$ cat config.mk
export PLATFORM = sky130hd
export DESIGN_NAME = tcb_logsize2byteena
export DESIGN_NICKNAME = d
export VERILOG_FILES = /design/src/design/tcb_pkg.sv /design/src/design/tcb_logsize2byteena.sv
export VERILOG_INCLUDE_DIRS = /design/src /design/src/design
export SDC_FILE = /design/constraint.sdc
export NUM_CORES = 1
export LEC_CHECK = 0
export BUFFER_PORTS_ARGS = -buffer_cell sky130_fd_sc_hd__buf_2
export CAP_MARGIN = 25
export CORE_MARGIN = 10
export CORE_UTILIZATION = 35
export CTS_BUF_LIST = sky130_fd_sc_hd__clkbuf_8
export DETAILED_ROUTE_END_ITERATION = 16
export GPL_ROUTABILITY_DRIVEN = 0
export PLACE_DENSITY = 0.79
export SKIP_LAST_GASP = 1
export SYNTH_ARGS = -nofsm -noshare
export SYNTH_HDL_FRONTEND = slang
export SYNTH_SLANG_ARGS = --single-unit
$ cat constraint.sdc
create_clock -name clk -period 3.05 [get_ports clk]
set_clock_uncertainty 0.1 [all_clocks]
set_input_delay 0.61 -clock clk [delete_from_list [all_inputs] [get_ports clk]]
set_output_delay 0.61 -clock clk [all_outputs]
set_load 0.1 [all_outputs]
$ cat src/design/tcb_settings.svh
////////////////////////////////////////////////////////////////////////////
// TCB memory slice settings
// bus geometry, memory depth and response timing
////////////////////////////////////////////////////////////////////////////

`ifndef TCB_SETTINGS_SVH
`define TCB_SETTINGS_SVH

// data bus width in bits
`define TCB_BUS_DW 32

// byte lanes on the data bus
`define TCB_BUS_BEN 4

// byte address width of the request
`define TCB_ADR_W 12

// memory word address width, 1024 words
`define TCB_MEM_AW 10

// response delay in cycles after the transfer
`define TCB_HSK_DLY 1

`endif
$ cat src/design/tcb_pkg.sv
////////////////////////////////////////////////////////////////////////////
// TCB types for log size and byte enable bus modes
////////////////////////////////////////////////////////////////////////////

`default_nettype none

`include "tcb_settings.svh"

package tcb_pkg;

  //////////////////////////////////////////////////////////////////////////
  // encodings
  //////////////////////////////////////////////////////////////////////////

  // transfer size, log2 of the byte count
  typedef enum logic [1:0] {
    TCB_BYTE = 2'd0,
    TCB_HALF = 2'd1,
    TCB_WORD = 2'd2,
    // illegal on this bus
    TCB_RSVD = 2'd3
  } tcb_siz_t;

  // response status
  typedef enum logic [1:0] {
    TCB_OKAY      = 2'd0,
    TCB_ERR_ALIGN = 2'd1,
    TCB_ERR_SIZE  = 2'd2
  } tcb_sts_t;

  //////////////////////////////////////////////////////////////////////////
  // bus payloads
  //////////////////////////////////////////////////////////////////////////

  // log size request, payload in low lanes
  typedef struct packed {
    logic                   wen;
    logic [`TCB_ADR_W-1:0]  adr;
    tcb_siz_t               siz;
    logic [`TCB_BUS_DW-1:0] wdt;
  } tcb_log_req_t;

  // byte enable request, payload on addressed lanes
  typedef struct packed {
    logic                    wen;
    logic [`TCB_ADR_W-1:0]   adr;
    logic [`TCB_BUS_BEN-1:0] ben;
    logic [`TCB_BUS_DW-1:0]  wdt;
  } tcb_ben_req_t;

  // response, shared by both modes
  typedef struct packed {
    logic [`TCB_BUS_DW-1:0] rdt;
    tcb_sts_t               sts;
  } tcb_rsp_t;

endpackage

`default_nettype wire

$ cat src/design/tcb_logsize2byteena.sv
////////////////////////////////////////////////////////////////////////////
// TCB log size to byte enable conversion
// aligned little endian only, flags misaligned and reserved size requests
////////////////////////////////////////////////////////////////////////////

`default_nettype none

`include "tcb_settings.svh"

module tcb_logsize2byteena (
  input  logic                  clk,
  input  logic                  reset,
  // subordinate side, log size mode
  input  logic                  vld,
  input  tcb_pkg::tcb_log_req_t req,
  output logic                  rdy,
  output tcb_pkg::tcb_rsp_t     rsp,
  // manager side, byte enable mode
  output logic                  man_vld,
  output tcb_pkg::tcb_ben_req_t man_req,
  input  logic                  man_rdy,
  input  tcb_pkg::tcb_rsp_t     man_rsp
);

  // per transfer info kept until the response
  typedef struct packed {
    logic              trn;
    logic              wen;
    tcb_pkg::tcb_siz_t siz;
    logic [1:0]        off;
    tcb_pkg::tcb_sts_t sts;
  } dly_t;

  // address offset within the word
  logic [1:0] req_off;

  // request classification
  tcb_pkg::tcb_sts_t req_sts;

  // lane views of the data
  logic [`TCB_BUS_BEN-1:0][7:0] req_lan;
  logic [`TCB_BUS_BEN-1:0][7:0] man_lan;
  logic [`TCB_BUS_BEN-1:0][7:0] rsp_lan;

  // delay line
  dly_t dly_d;
  dly_t dly_q [`TCB_HSK_DLY];
  dly_t dly_out;

  ////////////////////////////////////////////////////////////////////////////
  // request
  ////////////////////////////////////////////////////////////////////////////

  assign req_off = req.adr[1:0];
  assign req_lan = req.wdt;

  // byte enable and error check
  always_comb begin
    man_req.ben = '0;
    req_sts     = tcb_pkg::TCB_OKAY;
    case (req.siz)
      tcb_pkg::TCB_BYTE: begin
        // single lane at the offset
        man_req.ben = 4'b0001 << req_off;
      end
      tcb_pkg::TCB_HALF: begin
        if (req_off[0]) begin
          req_sts = tcb_pkg::TCB_ERR_ALIGN;
        end else begin
          man_req.ben = req_off[1] ? 4'b1100 : 4'b0011;
        end
      end
      tcb_pkg::TCB_WORD: begin
        if (req_off != 2'b00) begin
          req_sts = tcb_pkg::TCB_ERR_ALIGN;
        end else begin
          man_req.ben = 4'b1111;
        end
      end
      default: begin
        req_sts = tcb_pkg::TCB_ERR_SIZE;
      end
    endcase
  end

  // replicate payload over all lanes
  always_comb begin
    case (req.siz)
      tcb_pkg::TCB_BYTE: man_req.wdt = {4{req_lan[0]}};
      tcb_pkg::TCB_HALF: man_req.wdt = {2{req_lan[1:0]}};
      tcb_pkg::TCB_WORD: man_req.wdt = req_lan;
      default:           man_req.wdt = '0;
    endcase
  end

  assign man_req.wen = req.wen;
  assign man_req.adr = req.adr;

  // bad requests never reach the memory
  assign man_vld = vld && (req_sts == tcb_pkg::TCB_OKAY);

  // memory never stalls, pass its ready back
  assign rdy = man_rdy;

  ////////////////////////////////////////////////////////////////////////////
  // delay line
  ////////////////////////////////////////////////////////////////////////////

  // entry for the current cycle, idle cycles keep okay status
  always_comb begin
    dly_d.trn = vld && rdy;
    dly_d.wen = req.wen;
    dly_d.siz = req.siz;
    dly_d.off = req_off;
    dly_d.sts = dly_d.trn ? req_sts : tcb_pkg::TCB_OKAY;
  end

  always_ff @(posedge clk) begin
    if (reset) begin
      for (int i = 0; i < `TCB_HSK_DLY; i++) begin
        dly_q[i] <= '0;
      end
    end else begin
      dly_q[0] <= dly_d;
      // deeper delays shift along
      for (int i = 1; i < `TCB_HSK_DLY; i++) begin
        dly_q[i] <= dly_q[i-1];
      end
    end
  end

  assign dly_out = dly_q[`TCB_HSK_DLY-1];

  ////////////////////////////////////////////////////////////////////////////
  // response
  ////////////////////////////////////////////////////////////////////////////

  assign man_lan = man_rsp.rdt;

  // move addressed lanes down to lane 0
  always_comb begin
    rsp_lan = '0;
    if (dly_out.trn && !dly_out.wen && (dly_out.sts == tcb_pkg::TCB_OKAY)) begin
      case (dly_out.siz)
        tcb_pkg::TCB_BYTE: rsp_lan[0]   = man_lan[dly_out.off];
        tcb_pkg::TCB_HALF: rsp_lan[1:0] = dly_out.off[1] ? man_lan[3:2] : man_lan[1:0];
        tcb_pkg::TCB_WORD: rsp_lan      = man_lan;
        default:           rsp_lan      = '0;
      endcase
    end
  end

  assign rsp.rdt = rsp_lan;

  // local error wins over memory status
  assign rsp.sts = (dly_out.sts != tcb_pkg::TCB_OKAY) ? dly_out.sts : man_rsp.sts;

endmodule

`default_nettype wire

### After elaboration in Yosys (flattened, before gate mapping)

Memory sizes are Yosys's and may differ from the RTL's.
Index checks and enable logic that the tools add are counted.
Widths: inputs -> output; s select.

* reduce and logical (&&, ||, !) cells: 12
* equality and inequality tests: 4
* magnitude comparators: 1
* muxes and demuxes: 22
* shift operators: 1

Operators with widths (number)
* $pmux 32 s3: 1
* $mux 16: 2
* $mux 32: 1
* $pmux 8 s3: 1
* $bmux 8 s2: 1
* $mux 8: 2
* $pmux 8 s2: 1
* $mux 4: 3
* $pmux 4 s3: 1
* $logic_not 2->1: 4
* $reduce_or 8->1: 1
* $mux 1: 6
* $pmux 2 s3: 1
* $eq 2x1->1 const B: 2
* $eq 2x2->1 const B: 2
* $logic_and 1x1->1: 4
* $mux 2: 2
* $reduce_bool 2->1: 2
* $shl 1x2->4 const A: 1
* $lt 2x3->1 const B: 1
* $logic_not 1->1: 1

* logic and storage cells: 41
* memory bits (writable): 8
* input bits: 85
* memories: 1
* flip-flop bits (word level): 0

Memories
* dly_q: words 1, width 8, rd ports 1, clocked after Yosys merged registers in 0, wr ports 1, RTL line tcb_logsize2byteena.sv:47 `` dly_t dly_q [`TCB_HSK_DLY]; ``

### Depth between registers and ports, before layout

* depth in word-level cells: 5
* gate-level depth with buffers: 6
* gate-level depth less buffers: 5

### Worst setup path before layout

Ideal clock, no wire load.

* path type: input to output
* from: in req[34] in the netlist's numbering
* to: out man_req[35] in the netlist's numbering
* required time: 2340 ps
* buffers on the path: 1
* setup slack: -857 ps
* stages: 4
* arrival: 3197 ps
* cells stage by stage: clkbuf_1 > and3b_1 > a21oi_1 > o21ai_0

RTL lines
* from (decl): RTL line tcb_logsize2byteena.sv:15 `input tcb_pkg::tcb_log_req_t req,`
* to (decl): RTL line tcb_logsize2byteena.sv:20 `output tcb_pkg::tcb_ben_req_t man_req,`

==> metrics.txt <==
hpwl dp=roughly 5900 µm; Area Overhead vs Synth=83.9%; Layout Cells excl Fill=between 300 and 400; final hold vios=0; clk buf depth=2; height of the die=between 80 and 90 µm; DR WL/cell=between 15 and 20 µm; worst endpoint data arrival time=slightly below 2 ns; largest net degree at the start of global routing=35; vias in the first global route=approximately 2200; slowest cell delay on critical path=0.76 ns; via count=between 2000 and 2500; Post-Syn Instances=220; ys flop type=dfxtp_1; internal power=0.000420 W; kind of critical path=reg -> out; TritonCTS clock tree=yes; warnings from Yosys=0; Biggest register=dly_q; Total Wirelength=around 6900 µm; Hold Path Class=in -> reg; Async SR Flop Fraction=0%; pre-CTS setup slack=0.422 ns; Slew Limit Fails=0; total CTS buffers=3; status=completed; Clk pwr share=about an eighth; Seq. cell area=roughly 160 µm²; top cell type's share of synthesized area=about an eighth; switching share of power=55.9%; critical-path cell list=mux2_2 -> a22oi_1 -> nor2_1 -> buf_2; FF+latch count, synth=8; Synth top cells by count=o21ai_0, a21oi_1, a22oi_1, and3_2, mux2_2; multi-input logic area=approximately 0.0012 mm²; Top delay family on crit path=flip-flops; Netlist Area Pre-Place=between 0.0015 and 0.002 mm²; Top-Level Pins=170; Sequential Power Share=between 10% and 20%; Achievable Freq=about 0.38 GHz; antenna cells=0; die footprint=0.00744 mm²; clock tree root driver cell=clkbuf_8; gr ovfl total=0; DRT Pass-1 Iters=6; final period utilization=86.7%; slowest CP cell=dfxtp_1; Req. time, crit path=~2.3 ns; htree depth=1; fin util=about two thirds; Seq/Total Area, Yosys=a little over a tenth; Post-Route Setup TNS=0 ns; Horiz. Die Dim=~86 µm; clk slew on worst S/H paths=0.04 ns; number of flops mapped to enable cells by yosys=0; gr usage total=roughly 17%; post-synth top area cell=mux2_2; floorplan row count=24; count leader, synth=o21ai_0; Core Area=~0.0043 mm²; critical path launch point type=flip-flop; Post-CTS Setup Repair Bufs=0; Largest regs=dly_q x8; cts hold-fix bufs=0; Net Sw Power=~0.00053 W; unrepaired setup endpoints after global routing=no; combinational power share=around three quarters; Leak=between 1 and 1.5 nW; Initial Util=between 30% and 40%; VDD IR max=approximately 0.31 mV; synth top area cells=mux2_2, dfxtp_1, o21ai_0, a21oi_1, a22oi_1; final worst setup slack=0.406 ns; Slew HR=between 50% and 60%; Slew @ Worst Pin=around 0.7 ns; antenna violations before repair=0; Fillers=roughly 330; syn_nets=a little over 300; Max-Cap Viols=0; share of cells above drive strength 1=61.3%; CTS sink cnt=8; DRT antenna net count=0; CP Capture Type=output port; vias per cell=about 5.2; Cell Pwr Density=between 300 and 400 mW/mm²; CTS-repair resized insts=0; synthesized area per cell=roughly 7 µm²; critical path buffer and inverter count=1; worst hold margin=0.534 ns; DR iter-0 viols=38; Yosys cell types=30; Port Buffers=149; # setup viols final=0; CP Max Fanout=16; first-pass GRT wire length=~11000 µm; Final Critical Period=2.64 ns; DRC=0; placed insts=395; Largest register FFs=8; Layout Nets=~440
## area by class of cell
class                           instances  share of cell area [%]
Tap cell                               52                    2.30
Clock buffer                            3                    1.46
Multi-Input combinational cell        176                    44.1
Inverter                                5                   0.665
Timing Repair Buffer                  154                    45.8
Sequential cell                         8                    5.67
## layer usage
metal | track usage (%) | vias to the layer above | wire length (µm) | part of all wire (%)
met2 | 29.2 | 130 | 3150 | 46
met5 | 0 | - | 0 | 0
met3 | 10.8 | 4 | 1110 | 16
li1 | - | 1029 | - | -
met1 | 17.2 | 924 | 2540 | 37
met4 | 4.86 | 0 | 55 | 0.80
## power groups by stage
stage	combinational, W	clock (W)	sequential [W]
after floorplan	0.000549	0	0.000114
after CTS	0.000719	0.000125	0.000117
final	0.000715	0.000122	0.000117
after detailed placement	0.000718	0	0.000118
after global placement	0.000711	0	0.000118
after global routing	0.000747	0.000136	0.000117
## kinds of logic (layout without fill, tap and decap cells)
group                    after synthesis  after routing  synth area share, %
XOR/XNOR                               1              1                0.571
AND/OR/NAND/NOR                       74             74                 28.7
flip-flops                             8              8                 10.4
AO/OA/AOI/OAI                         80             80                 30.7
adder cells (fa/ha/maj)                4              4                 3.26
multiplexers                          17             17                 12.4
buffers and inverters                 36            162                 13.9
## final timing paths
kind / end / depth (start not counted) / startpoint / slack [ns]
worst max-delay path: rsp[16] / 4 / dly_q[0][3]$_SDFF_PP0_ / 0.41
worst min-delay path: dly_q[0][3]$_SDFF_PP0_ / 2 / reset / 0.53
## layout by cell type (no fill, tap or decap)
master,instances
nor2b_1,15
a21o_1,9
and2_1,11
a21oi_1,17
buf_12,34
nor3_1,1
and3_2,16
clkbuf_8,3
o21ai_1,3
mux2i_1,1
a21boi_0,1
nand3_1,1
o21ai_0,10
nor4b_4,1
a21oi_2,8
nand3b_1,1
xor2_1,1
mux2_2,16
buf_2,115
ha_1,4
nor3_2,1
buf_4,5
inv_1,5
nand2b_1,2
o21a_1,2
nand2_1,11
nor2_1,13
and3b_1,1
dfxtp_1,8
o21ai_2,13
o22ai_1,1
a22oi_1,16
## metrics by stage
stage	total power, W	instance area (µm²)
after global placement	0.000829	2780
after detailed placement	0.000837	2780
after global routing	0.00100	2820
after CTS	0.000960	2820
final	0.000954	2820
after floorplan	0.000663	1620
Note: power is estimated with default switching activity, not from simulation.
